File: src/source/game_pkg.sv
// Game memory definitions
`default_nettype none

package game_pkg;

    // SDRAM side
    typedef logic [21:0] sdram_addr_t;   // Word address
    typedef logic [15:0] sdram_data_t;

    // Loader and client side
    typedef logic [24:0] ioctl_addr_t;   // Byte address from the loader
    typedef logic [16:0] rom_addr_t;

    // SDRAM word offsets of each ROM region
    localparam sdram_addr_t GFX_OFFSET  = 22'h1_0000;
    localparam sdram_addr_t PCM_OFFSET  = 22'h5_0000;
    localparam sdram_addr_t MAIN_OFFSET = 22'h0;

    // Loader bytes from here on go to the PROMs
    localparam ioctl_addr_t PROM_START = 25'h14_0000;

    localparam int NSLOTS = 3;   // Graphics, PCM, main

    // Slot to arbiter
    typedef struct packed {
        logic        active;
        sdram_addr_t addr;
    } slot_req_t;

    // Arbiter to slot
    typedef struct packed {
        logic        load;   // One cycle, only to the served slot
        sdram_data_t data;
    } slot_fill_t;

    typedef enum logic [1:0] {
        IDLE,
        REQ,
        WAIT_DATA,
        DONE
    } arb_state_t;

endpackage

`default_nettype wire

File: src/source/cen_gen.sv
// Clock enable generator
`default_nettype none

module cen_gen (
    input  logic clk,
    input  logic rst_n,
    output logic cen12,     // 12 MHz
    output logic pxl_cen,   // 6 MHz
    output logic cen3,      // 3 MHz
    output logic cen1p5     // 1.5 MHz
);

    logic [3:0] cnt;

    // Free running divider of the 24 MHz clock
    always_ff @(posedge clk or negedge rst_n) begin
        if (!rst_n) begin
            cnt <= 4'd0;
        end else begin
            cnt <= cnt + 4'd1;
        end
    end

    // Every enable fires when its low counter bits are all zero,
    // so the slower ones always coincide with the faster ones
    assign cen12   = cnt[0] == 1'b0;
    assign pxl_cen = cnt[1:0] == 2'd0;
    assign cen3    = cnt[2:0] == 3'd0;
    assign cen1p5  = cnt == 4'd0;   // All four high together here

endmodule

`default_nettype wire

File: src/source/rom_dwnld.sv
// ROM download converter
`default_nettype none

module rom_dwnld (
    input  logic                  clk,
    input  logic                  rst_n,
    input  logic                  downloading,
    input  game_pkg::ioctl_addr_t ioctl_addr,
    input  logic [7:0]            ioctl_dout,
    input  logic                  ioctl_wr,
    input  logic                  sdram_ack,
    output game_pkg::sdram_addr_t prog_addr,
    output logic [7:0]            prog_data,
    output logic [1:0]            prog_mask,   // Active low lane select
    output logic                  prog_we,
    output logic                  prom_we
);

    import game_pkg::*;

    logic        byte_wr;
    logic        is_prom;
    ioctl_addr_t prom_offset;

    assign byte_wr     = downloading && ioctl_wr;
    assign is_prom     = ioctl_addr >= PROM_START;
    assign prom_offset = ioctl_addr - PROM_START;

    always_ff @(posedge clk or negedge rst_n) begin
        if (!rst_n) begin
            prog_we <= 1'b0;
            prom_we <= 1'b0;
        end else begin
            prom_we <= byte_wr && is_prom;   // Single cycle strobe
            // SDRAM write stays requested until the controller takes it
            if (byte_wr && !is_prom) begin
                prog_we <= 1'b1;
            end else if (sdram_ack) begin
                prog_we <= 1'b0;
            end
        end
    end

    // Byte, address and lane of the latest loader write
    always_ff @(posedge clk) begin
        if (byte_wr) begin
            prog_data <= ioctl_dout;
            if (is_prom) begin
                // PROMs count bytes from the start of their own area
                prog_addr <= prom_offset[21:0];
                prog_mask <= 2'b11;
            end else begin
                prog_addr <= ioctl_addr[22:1];   // Byte to word address
                prog_mask <= ioctl_addr[0] ? 2'b01 : 2'b10;
            end
        end
    end

endmodule

`default_nettype wire

File: src/source/rom_slot.sv
// Cached ROM client slot
`default_nettype none

module rom_slot #(
    parameter int                    DW     = 8,    // 8 or 16
    parameter game_pkg::sdram_addr_t OFFSET = '0
) (
    input  logic                 clk,
    input  logic                 rst_n,
    input  logic                 cs,
    input  game_pkg::rom_addr_t  addr,   // Held by the client until ok
    input  game_pkg::slot_fill_t fill,
    output game_pkg::slot_req_t  req,
    output logic                 ok,
    output logic [DW-1:0]        dout
);

    import game_pkg::*;

    sdram_addr_t word_addr;
    sdram_addr_t cached_addr;
    sdram_data_t cached_data;
    sdram_data_t word;
    logic        valid;
    logic        hit;

    if (DW == 16) begin : g_word
        assign word_addr = OFFSET + sdram_addr_t'(addr);

        always_ff @(posedge clk) begin
            dout <= word;
        end
    end else begin : g_byte
        // Two client bytes per SDRAM word
        assign word_addr = OFFSET + sdram_addr_t'(addr[16:1]);

        always_ff @(posedge clk) begin
            dout <= addr[0] ? word[15:8] : word[7:0];   // Odd byte in upper lane
        end
    end

    assign hit  = valid && (cached_addr == word_addr);
    assign word = fill.load ? fill.data : cached_data;   // Fresh word bypasses cache

    // Request drops once the filled word shows up as a hit
    assign req = '{active: cs && !hit, addr: word_addr};

    always_ff @(posedge clk or negedge rst_n) begin
        if (!rst_n) begin
            valid <= 1'b0;
            ok    <= 1'b0;
        end else begin
            ok <= cs && (hit || fill.load);
            if (fill.load) begin
                valid <= 1'b1;
            end
        end
    end

    // One word cache
    always_ff @(posedge clk) begin
        if (fill.load) begin
            cached_addr <= word_addr;
            cached_data <= fill.data;
        end
    end

endmodule

`default_nettype wire

File: src/source/rom_arbiter.sv
// SDRAM read arbiter for ROM slots
`default_nettype none

module rom_arbiter (
    input  logic                  clk,
    input  logic                  rst_n,
    input  logic                  downloading,
    input  game_pkg::slot_req_t   slot_reqs  [game_pkg::NSLOTS],
    output game_pkg::slot_fill_t  slot_fills [game_pkg::NSLOTS],
    output logic                  sdram_req,
    output game_pkg::sdram_addr_t sdram_addr,
    input  logic                  sdram_ack,
    input  logic                  data_dst,
    input  logic                  data_rdy,
    input  game_pkg::sdram_data_t data_read
);

    import game_pkg::*;

    typedef logic [$clog2(NSLOTS)-1:0] slot_idx_t;

    arb_state_t  state;
    slot_idx_t   pick;
    slot_idx_t   grant;
    logic        any_active;
    logic        start;
    sdram_data_t data_buf;

    // Lowest index wins, so graphics first and main last
    always_comb begin
        pick       = '0;
        any_active = 1'b0;
        for (int i = NSLOTS - 1; i >= 0; i--) begin
            if (slot_reqs[i].active) begin
                pick       = slot_idx_t'(i);
                any_active = 1'b1;
            end
        end
    end

    assign start = (state == IDLE) && any_active && !downloading;

    always_ff @(posedge clk or negedge rst_n) begin
        if (!rst_n) begin
            state     <= IDLE;
            sdram_req <= 1'b0;
            grant     <= '0;
        end else begin
            case (state)
                IDLE: begin
                    if (start) begin
                        grant     <= pick;
                        sdram_req <= 1'b1;
                        state     <= REQ;
                    end
                end
                REQ: begin
                    if (sdram_ack) begin   // Request level held until here
                        sdram_req <= 1'b0;
                        state     <= WAIT_DATA;
                    end
                end
                WAIT_DATA: begin
                    if (data_rdy) begin
                        state <= DONE;
                    end
                end
                DONE:    state <= IDLE;   // Load pulse goes out in this state
                default: state <= IDLE;
            endcase
        end
    end

    always_ff @(posedge clk) begin
        if (start) begin
            sdram_addr <= slot_reqs[pick].addr;
        end
        if (state == WAIT_DATA && data_dst) begin
            data_buf <= data_read;
        end
    end

    always_comb begin
        for (int i = 0; i < NSLOTS; i++) begin
            slot_fills[i].load = (state == DONE) && (grant == slot_idx_t'(i));
            slot_fills[i].data = data_buf;
        end
    end

endmodule

`default_nettype wire

File: src/source/game_top.sv
// Arcade game memory top
`default_nettype none

module game_top (
    input  logic                  clk,
    input  logic                  rst_n,
    // Clock enables
    output logic                  cen12,
    output logic                  pxl_cen,
    output logic                  cen3,
    output logic                  cen1p5,
    // ROM download
    input  logic                  downloading,
    input  game_pkg::ioctl_addr_t ioctl_addr,
    input  logic [7:0]            ioctl_dout,
    input  logic                  ioctl_wr,
    output game_pkg::sdram_addr_t prog_addr,
    output logic [7:0]            prog_data,
    output logic [1:0]            prog_mask,   // Active low
    output logic                  prog_we,
    output logic                  prom_we,
    // SDRAM
    output logic                  sdram_req,
    output game_pkg::sdram_addr_t sdram_addr,
    input  logic                  sdram_ack,
    input  logic                  data_dst,
    input  logic                  data_rdy,
    input  game_pkg::sdram_data_t data_read,
    // Graphics ROM
    input  logic                  gfx_cs,
    input  game_pkg::rom_addr_t   gfx_addr,
    output logic                  gfx_ok,
    output logic [15:0]           gfx_data,
    // PCM ROM
    input  logic                  pcm_cs,
    input  game_pkg::rom_addr_t   pcm_addr,
    output logic                  pcm_ok,
    output logic [7:0]            pcm_data,
    // Main CPU ROM
    input  logic                  main_cs,
    input  game_pkg::rom_addr_t   main_addr,
    output logic                  main_ok,
    output logic [7:0]            main_data
);

    import game_pkg::*;

    slot_req_t  slot_reqs  [NSLOTS];
    slot_fill_t slot_fills [NSLOTS];

    cen_gen u_cen (
        .clk     ( clk     ),
        .rst_n   ( rst_n   ),
        .cen12   ( cen12   ),
        .pxl_cen ( pxl_cen ),
        .cen3    ( cen3    ),
        .cen1p5  ( cen1p5  )
    );

    rom_dwnld u_dwnld (
        .clk         ( clk         ),
        .rst_n       ( rst_n       ),
        .downloading ( downloading ),
        .ioctl_addr  ( ioctl_addr  ),
        .ioctl_dout  ( ioctl_dout  ),
        .ioctl_wr    ( ioctl_wr    ),
        .sdram_ack   ( sdram_ack   ),
        .prog_addr   ( prog_addr   ),
        .prog_data   ( prog_data   ),
        .prog_mask   ( prog_mask   ),
        .prog_we     ( prog_we     ),
        .prom_we     ( prom_we     )
    );

    // Slot 0 has top priority
    rom_slot #(.DW(16), .OFFSET(GFX_OFFSET)) u_gfx (
        .clk   ( clk           ),
        .rst_n ( rst_n         ),
        .cs    ( gfx_cs        ),
        .addr  ( gfx_addr      ),
        .fill  ( slot_fills[0] ),
        .req   ( slot_reqs[0]  ),
        .ok    ( gfx_ok        ),
        .dout  ( gfx_data      )
    );

    rom_slot #(.DW(8), .OFFSET(PCM_OFFSET)) u_pcm (
        .clk   ( clk           ),
        .rst_n ( rst_n         ),
        .cs    ( pcm_cs        ),
        .addr  ( pcm_addr      ),
        .fill  ( slot_fills[1] ),
        .req   ( slot_reqs[1]  ),
        .ok    ( pcm_ok        ),
        .dout  ( pcm_data      )
    );

    rom_slot #(.DW(8), .OFFSET(MAIN_OFFSET)) u_main (
        .clk   ( clk           ),
        .rst_n ( rst_n         ),
        .cs    ( main_cs       ),
        .addr  ( main_addr     ),
        .fill  ( slot_fills[2] ),
        .req   ( slot_reqs[2]  ),
        .ok    ( main_ok       ),
        .dout  ( main_data     )
    );

    rom_arbiter u_arb (
        .clk         ( clk         ),
        .rst_n       ( rst_n       ),
        .downloading ( downloading ),   // SDRAM belongs to the loader meanwhile
        .slot_reqs   ( slot_reqs   ),
        .slot_fills  ( slot_fills  ),
        .sdram_req   ( sdram_req   ),
        .sdram_addr  ( sdram_addr  ),
        .sdram_ack   ( sdram_ack   ),
        .data_dst    ( data_dst    ),
        .data_rdy    ( data_rdy    ),
        .data_read   ( data_read   )
    );

endmodule

`default_nettype wire

File: config.mk
export PLATFORM = sky130hd
export DESIGN_NAME = game_top
export DESIGN_NICKNAME = d
export VERILOG_FILES = /design/src/source/game_pkg.sv /design/src/source/cen_gen.sv /design/src/source/rom_dwnld.sv /design/src/source/rom_slot.sv /design/src/source/rom_arbiter.sv /design/src/source/game_top.sv
export SDC_FILE = /design/constraint.sdc
export NUM_CORES = 1
export LEC_CHECK = 0
export BUFFER_PORTS_ARGS = -buffer_cell sky130_fd_sc_hd__clkbuf_2
export CORE_UTILIZATION = 49
export CTS_CLUSTER_DIAMETER = 60
export CTS_CLUSTER_SIZE = 8
export DETAILED_ROUTE_END_ITERATION = 16
export HOLD_SLACK_MARGIN = 0.06
export PLACE_DENSITY = 0.77
export REMOVE_ABC_BUFFERS = 1
export SETUP_SLACK_MARGIN = 0.4
export SKIP_CTS_REPAIR_TIMING = 1
export SYNTH_ARGS = -nofsm -noshare
export SYNTH_HDL_FRONTEND = slang
export SYNTH_HIERARCHICAL = 1
export SYNTH_SLANG_ARGS = --single-unit
File: constraint.sdc
create_clock -name clk -period 3.3 [get_ports clk]
set_input_delay 0.495 -clock clk [delete_from_list [all_inputs] [get_ports clk]]
set_output_delay 0.495 -clock clk [all_outputs]
set_load 0.03 [all_outputs]
### Yosys cells after proc, flatten, opt, wreduce, memory -nomap -nowiden

Cells that the tools add are included.

* bits of input ports: 110
* register bits: 211

* $lt $le $gt $ge: 2
* equality and inequality tests: 11
* muxes and demuxes: 23
* reductions and logical operators: 36
* add/sub/neg operators: 4
* bitwise logic cells: 2

Operators by type and width (count)
* $mux 22: 3
* $bmux 23 s2: 1
* $eq 22x22->1: 2
* $mux 16: 2
* $ge 25x21->1 const B: 1
* $sub 22x21->22 const B: 1
* $add 19x16->20 const A: 1
* $add 17x17->18 const A: 1
* $logic_and 1x1->1: 18
* $eq 16x16->1: 1
* $mux 8: 2
* $mux 2: 7
* $pmux 2 s4: 1
* $eq 2x2->1 const B: 3
* $logic_not 2->1: 3
* $mux 1: 6
* $reduce_and 3->1: 2
* $logic_not 1->1: 5
* $add 4x1->4 const B: 1
* $eq 2x1->1 const B: 2
* $logic_not 4->1: 1
* $ne 2x2->1 const B: 2
* $reduce_bool 2->1: 2
* $ge 3x3->1 const B: 1
* other kinds (7): 9

### Longest topological paths before layout

Gate-level depths: netlist (run 1).

* depth after elaboration: 11
* gate-level depth with buffers: 9
* mapped depth without buffers: 8

### Modules after synthesis

Netlist (run 1), hierarchy kept.

Modules (own cells, without submodules)
* rom_arbiter: area each 2357.3 um2, times used 1, cells an instance 209
* rom_slot (u_pcm): area each 1721.7 um2, times used 1, cells an instance 120
* rom_slot (u_main): area each 1717.9 um2, times used 1, cells an instance 119
* rom_dwnld: area each 1502.7 um2, times used 1, cells an instance 85
* rom_slot (u_gfx): area each 1463.9 um2, times used 1, cells an instance 88
* cen_gen: area each 170.2 um2, times used 1, cells an instance 13

### Worst setup path before layout (run 1)

No wires, ideal clock.

* path kind: register to register
* start point: register u_arb.state[1]
* end point: register u_gfx.ok
* slack: -325 ps
* cell stages (with the launch flop): 5
* buffers on the path: 0
* required time: 3234 ps
* arrival: 3559 ps
* path through: dfrtp_1 > ha_1 > nor3b_1 > and2_1 > a31o_1

RTL lines
* start, declared: line rom_arbiter.sv:22 `arb_state_t state;`
* start signal, assigned: line rom_arbiter.sv:45 `state <= IDLE;`
* start signal, assigned: line rom_arbiter.sv:54 `state <= REQ;`
* start signal, assigned: line rom_arbiter.sv:60 `state <= WAIT_DATA;`
* end signal, assigned: line rom_slot.sv:53 `ok <= cs && (hit || fill.load);`
* end, declared: line rom_slot.sv:14 `output logic ok,`

==> results of run 1 <==
per-layer routing:
metal  vias to the layer above  wire (µm)
met5                         -          0
met4                         0        428
met3                        37       1270
met2                       225       8760
met1                      2467       7870
li1                       2462          -
registers in the layout, indices dropped and copies added, names as in the netlist, 4 cells and up:
signal and cells:
u_gfx/cached_data 16, u_pcm/dout 8, u_arb/data_buf 16, u_main/cached_addr 16, u_pcm/cached_addr 16, u_pcm/cached_data 16
u_gfx/cached_addr 18, u_main/dout 8, u_main/cached_data 16, u_dwnld/prog_addr 22, u_arb/sdram_addr 22, u_dwnld/prog_data 8
u_cen/cnt 4
Yosys cell counts (2+ instances only):
master / count
edfxtp_1: 136
buf_4: 100
dfxtp_1: 48
mux2_4: 34
xor2_1: 34
mux2_2: 32
o21ai_0: 27
a21oi_1: 26
a22oi_1: 22
xnor2_1: 18
dfrtp_1: 17
and2b_1: 16
inv_1: 11
nor2b_1: 11
ha_1: 9
nor4_1: 9
nand3_1: 8
nor2_1: 8
nand2_1: 7
clkbuf_1: 6
and2_1: 5
nand4_1: 5
buf_6: 4
conb_1: 4
and3b_1: 3
nor3_1: 3
or2_2: 3
buf_1: 2
buf_12: 2
buf_2: 2
nor4b_1: 2
o21a_1: 2
worst max-delay path by stage:
| stage | to | slack (ps) | depth (start not counted) | from |
|---|---|---|---|---|
| floorplan | u_arb/sdram_addr[0] | -600 | 6 | gfx_addr[16] |
| global placement | u_arb/sdram_addr[14] | 470 | 8 | pcm_addr[12] |
| detailed placement | u_arb/sdram_addr[16] | 410 | 8 | pcm_addr[12] |
| CTS | u_arb/sdram_addr[7] | 640 | 7 | u_pcm/cached_addr[11] |
| global route | u_arb/sdram_addr[3] | 420 | 7 | u_pcm/cached_addr[11] |
| finish | u_arb/sdram_addr[13] | 600 | 7 | u_pcm/cached_addr[11] |
cell type report:
type / count / share of cell area
clock buffers: 52 / 0.0784
clock inverters: 2 / 0.00278
inverters: 11 / 0.00399
multi-input cells: 318 / 0.252
flip-flops and latches: 201 / 0.528
well taps: 229 / 0.0277
repair buffers: 216 / 0.107
worst max-delay path: cells and delay by family, from the launching register on:
family	cells	cell delay, ps
flip-flops	1	390
XOR/XNOR	1	160
AO/OA/AOI/OAI	3	820
AND/OR/NAND/NOR	3	1060
power by group:
group,internal (µW),switching [µW]
Sequential,3370,223
Clock,1650,1050
Combinational,767,1110
per-stage QoR:
| step | cell area (µm²) | total power [µW] | std cells | setup TNS [ps] | hold slack [ps] |
|---|---|---|---|---|---|
| after floorplan | 8100 | 4900 | 530 | -25830 | 199 |
| after global placement | 9500 | 5450 | 974 | 0 | 451 |
| after detailed placement | 9500 | 5490 | 974 | 0 | 453 |
| after CTS | 10300 | 8220 | 1028 | 0 | -52.6 |
| after global routing | 10400 | 8530 | 1029 | 0 | 108 |
| final | 10400 | 8170 | 1029 | 0 | 131 |
cells by family (layout without fill, tap and decap cells):
kind of cell    count (synthesis)  count (layout)  synth area share
compound gates                 86              86            0.0584
xor+xnor                       52              52            0.0510
fa+ha+maj                       9               9            0.0126
buf+inv                       127             281             0.103
flops                         201             201             0.612
mux                            67              67            0.0986
other cells                     4              16           0.00168
simple gates                   88              88            0.0627
cell usage in the layout, fill, tap and decap left out, types with 7 or more instances in the layout:
master | Yosys | final
a21oi_1 | 26 | 26
a22oi_1 | 22 | 22
and2b_1 | 16 | 16
buf_4 | 100 | 10
clkbuf_1 | 6 | 23
clkbuf_16 | 0 | 29
clkbuf_2 | 0 | 205
conb_1 | 4 | 16
dfrtp_1 | 17 | 17
dfxtp_1 | 48 | 48
edfxtp_1 | 136 | 136
ha_1 | 9 | 9
inv_1 | 11 | 11
mux2_2 | 32 | 32
mux2_4 | 34 | 34
nand2_1 | 7 | 7
nand3_1 | 8 | 8
nor2_1 | 8 | 7
nor2b_1 | 11 | 11
nor4_1 | 9 | 9
o21ai_0 | 27 | 27
xnor2_1 | 18 | 18
xor2_1 | 34 | 34
==> flow_summary.ini, run 1 <==
[finish]
fin_nets = 896
diodes = 0
syn_to_final_growth_pct = 15.9
drive_above_1_share = 0.409
regArea_um2 = 5470
utilization = 0.578
multi_input_area_um2 = 2610
nFillCells = 1473

[drt]
first_pass_iters = 4
via_per_inst = 5.04
num_vias = 5191
routedWlPerCell_um = 17.8
drt_iter0_markers = 228
detail-route-antenna-nets = 0
wirelength_um = 18300
route.detailed.drc = 0

[sta]
hold_viol_final = 0
finalWorstSetupSlack_ps = 602
rsz0062_at_grt = no
fmaxAchievable_mhz = 371
finalMaxSlewViolations = 0
fin_crit_ps = 2700
skew_ps = 13.1
worst_slew_pin_slew_ps = 981
period_share = 0.818
slew_headroom = 0.346
setup_viol = 0

[placed_design]
globalplace.congestion = 0.815
io_buffers = 205
place_hpwl_um = 12300
pre_cts_slack_ps = 408

[cts]
cts_root_buffer = clkbuf_16
insertion_delay_ps = 540
cts-htree-levels = 1
path_clk_slew_ps = 50
clk_path_buf_depth = 3
clock_sinks = 201
cts_buffers = 29
cts_tree = yes

[critical_path]
cp.required_ps = 3570
worstPathArrival_ps = 2970
r2r_slack_ps = 600
critPathLaunchType = register
worst-path-max-fanout = 22
worstSetupEndpointType = register
cpPeakStageDelay_ps = 530
crit_slowest_cell = and2b_1
path_class = register to register
rr_endpoint = u_arb/sdram_addr[13]
timing.rr.start = u_pcm/cached_addr[11]
crit_path_cell_trace = xor2_1, nor4_1, nand3_1, o21a_1, and2b_1, a22oi_1, o21ai_0
reg2regPathDepth = 7

[power_and_ir_drop]
p_leak_uw = 0.00429
pwr_density_cell_nw_per_um2 = 789
ir_drop_mv = 0.658

[grt]
antenna_found_initial = 0
met3_usage = 0.0437
overflow = 0
grt_pass1_wl_um = 27400
met1_usage = 0.256
grt_pass1_vias = 5131
grt_use_total = 0.192
top_usage_layer = met2
use_met2 = 0.308
grt_max_degree = 35

[min_path]
min_to = u_arb/data_buf[1]
hp-class = input pin to register
min-delay-start = data_read[1]
worstHoldPathCells = 1

[synthesis]
ys_ff_latch = 201
synth.area.top_cells = edfxtp_1 (46%), dfxtp_1 (11%), buf_4 (8.4%)
syn_area_um2 = 8930
ys_warn_count = 6
synth_edf_count = 136
synth_top_area_frac = 0.457
netlist-cell-type-count = 50
netlist_instances = 634
synth-main-ff-cell = edfxtp_1
seq_area_frac_synth = 0.612
synth_largest_area_cell = edfxtp_1
avgSynthCellArea_um2 = 14.1
async_flop_share = 0.0846

[die]
pin_count = 206
fp.dieW_um = 137
start_util = 0.499
rows = 49
fp.coreArea_um2 = 17900
dieHeight_um = 137
dieArea_um2 = 18800

[job]
cap_violations = 0

[status]
status = complete, no violations
Power figures use the tool's default switching activity.
==> inputs of run 2 (changes only) <==
ABC_AREA = 1   (was not set)
PLACE_DENSITY = 0.73   (was 0.77)
clock period = 2.56 ns   (was 3.3 ns; I/O delays follow)
==> run 2 against run 1 <==
Synthesized cell count up 53%. Largest power group unchanged. Worst hold slack got worse by 52 ps. Maximum frequency rose by 32%. Sequential share of layout area decreased by 4.4 points. Sequential cell count unchanged. Clock power increased by 30%.
==> flow_summary.ini, run 2 <==
[status]
status = complete, no violations

[drt]
num_vias = 6605
first_pass_iters = 5
drt_iter0_markers = 352
routedWlPerCell_um = 14.6
route.detailed.drc = 0
via_per_inst = 4.64
detail-route-antenna-nets = 0
wirelength_um = 20700

[die]
dieHeight_um = 142
dieArea_um2 = 20200
fp.dieW_um = 142
fp.coreArea_um2 = 19000
start_util = 0.506
rows = 50
pin_count = 206

[power_and_ir_drop]
power.internal_uw = 7220
p_comb_frac = 0.227
ir_drop_mv = 0.798
swShare = 0.312
report.power.total_uw = 10500
p_leak_uw = 0.00540
pwr_density_cell_nw_per_um2 = 929
power_switching_uw = 3270
seqPwrFrac = 0.438
clkPwrFrac = 0.335

[finish]
top_regs = u_arb/sdram_addr: 22 flops, u_dwnld/prog_addr: 22 flops, u_gfx/cached_addr: 18 flops
utilization = 0.596
stdcell_area_um2 = 11300
nFillCells = 1588
syn_to_final_growth_pct = 17.6
fin_nets = 1259
final_cell_mix = nand2_1 (237), clkbuf_2 (205), edfxtp_1 (136), inv_1 (121), nor2_1 (59)
drive_above_1_share = 0.312
mostFrequentLayoutCell = nand2_1

[sta]
hold_viol_final = 0
finalWorstSetupSlack_ps = 512
slew_headroom = 0.524
fmaxAchievable_mhz = 488
setup_viol = 0
finalMaxSlewViolations = 0
period_share = 0.800
skew_ps = 24.0
setup_tns_ps = 0
rsz0062_at_grt = no
fin_crit_ps = 2050
worst_slew_pin_slew_ps = 713

[grt]
grt_max_degree = 36
grt_pass1_vias = 6187
grt_use_total = 0.199
grt_pass1_wl_um = 31200
antenna_found_initial = 1
overflow = 0

[critical_path]
critPathLaunchType = register
startpoint = u_pcm/cached_addr[1]
critical_path.endpoint = u_arb/sdram_addr[16]
reg2regPathDepth = 13
worstPathArrival_ps = 2320
crit_slowest_cell = edfxtp_1
path_common_cell = nand2_1
worstSetupEndpointType = register
timing.rr.start = u_pcm/cached_addr[1]
path_class = register to register
crit_path_cell_trace = nand2_1, nand2_1, nor2_1, nand2_1, nor2_1, nand3_1, nand2_1, inv_1, nor2_1, nand2_2, nand2_4, inv_4, buf_12
worst-path-max-fanout = 13
r2r_slack_ps = 510
cp.required_ps = 2830
cpPeakStageDelay_ps = 390
rr_endpoint = u_arb/sdram_addr[16]

[job]
cap_violations = 0

[cts]
cts_buffers = 29
clk_path_buf_depth = 3
cts-htree-levels = 1
cts_tree = yes
insertion_delay_ps = 530
path_clk_slew_ps = 50
clock_sinks = 201
cts_root_buffer = clkbuf_16

[synthesis]
synth.area.top_cells = edfxtp_1 (43%), dfxtp_1 (10%), nand2_1 (9.3%)
netlist-cell-type-count = 34
ys_ff_latch = 201
synth_edf_count = 136
avgSynthCellArea_um2 = 9.88
synth-main-ff-cell = edfxtp_1
synthTopCellsByCount = nand2_1 (237), edfxtp_1 (136), inv_1 (121)
syn_area_um2 = 9600
async_flop_share = 0.0846
netlist_instances = 972
ys_warn_count = 6
synth_largest_area_cell = edfxtp_1
synth_top_area_frac = 0.425
seq_area_frac_synth = 0.570
yosysMostFrequentCell = nand2_1

[placed_design]
globalplace.congestion = 0.819
pre_cts_slack_ps = 304
dpl_cell_area_um2 = 10200
io_buffers = 205
place_hpwl_um = 14100

[min_path]
hp-class = input pin to register
## run 2: power groups by stage
stage,registers (µW),logic [µW],clock network [µW]
after floorplan,5170,980,0
after global placement,4630,2280,0
after detailed placement,4630,2330,0
after CTS,4590,2340,3600
after global routing,4650,2610,3740
final,4590,2380,3520
## run 2: metrics by stage
stage | hold WS, ps | std cells
floorplan | 88.4 | 867
global placement | 364 | 1344
detailed placement | 379 | 1344
CTS | -175 | 1396
global route | 73.4 | 1422
finish | 79.1 | 1422
## run 2: area by class of cell
cell class	count	area, µm²	area share
flip-flops and latches	201	5470	0.484
repair buffers	242	1380	0.122
inverters	129	489	0.0433
clock buffers	49	801	0.0709
clock inverters	3	43.8	0.00388
diodes	1	2.50	0.000222
multi-input cells	537	2780	0.246
well taps	260	325	0.0288
## run 2: critical path, delay by kind of cell (launching register included)
kind	cells	cell delay [ps]
buf+inv	3	330
flops	1	390
simple gates	10	1060
## run 2: worst min path at each step
stage / cells past startpoint / to / from / slack (ps)
5_1_grt: 3 / u_main/ok / main_cs / 70
3_5_place_dp: 1 / u_cen/cnt[2] / rst_n / 380
2_1_floorplan: 0 / u_arb/grant[0] / rst_n / 90
6_report: 3 / u_main/ok / main_cs / 80
3_3_place_gp: 1 / u_cen/cnt[2] / rst_n / 360
4_1_cts: 1 / u_pcm/valid / rst_n / -170
## run 2: cell families (layout without fill, tap and decap cells)
kind of cell,Yosys count,after routing,synth area share
buffers and inverters,246,423,0.148
DFF,201,201,0.570
and+or+nand+nor,457,457,0.236
xor gates and xnor gates,10,10,0.00912
other,4,17,0.00156
AOI/OAI and AO/OA,45,45,0.0240
adders and majority gates,9,9,0.0117
## run 2: per-layer routing
metal  track usage  up-vias  share of wire
met2         0.323      224           0.48
met3        0.0340       44          0.060
met1         0.269     3035           0.43
li1              -     3302              -
met5             0        -              0
met4        0.0753        0          0.031
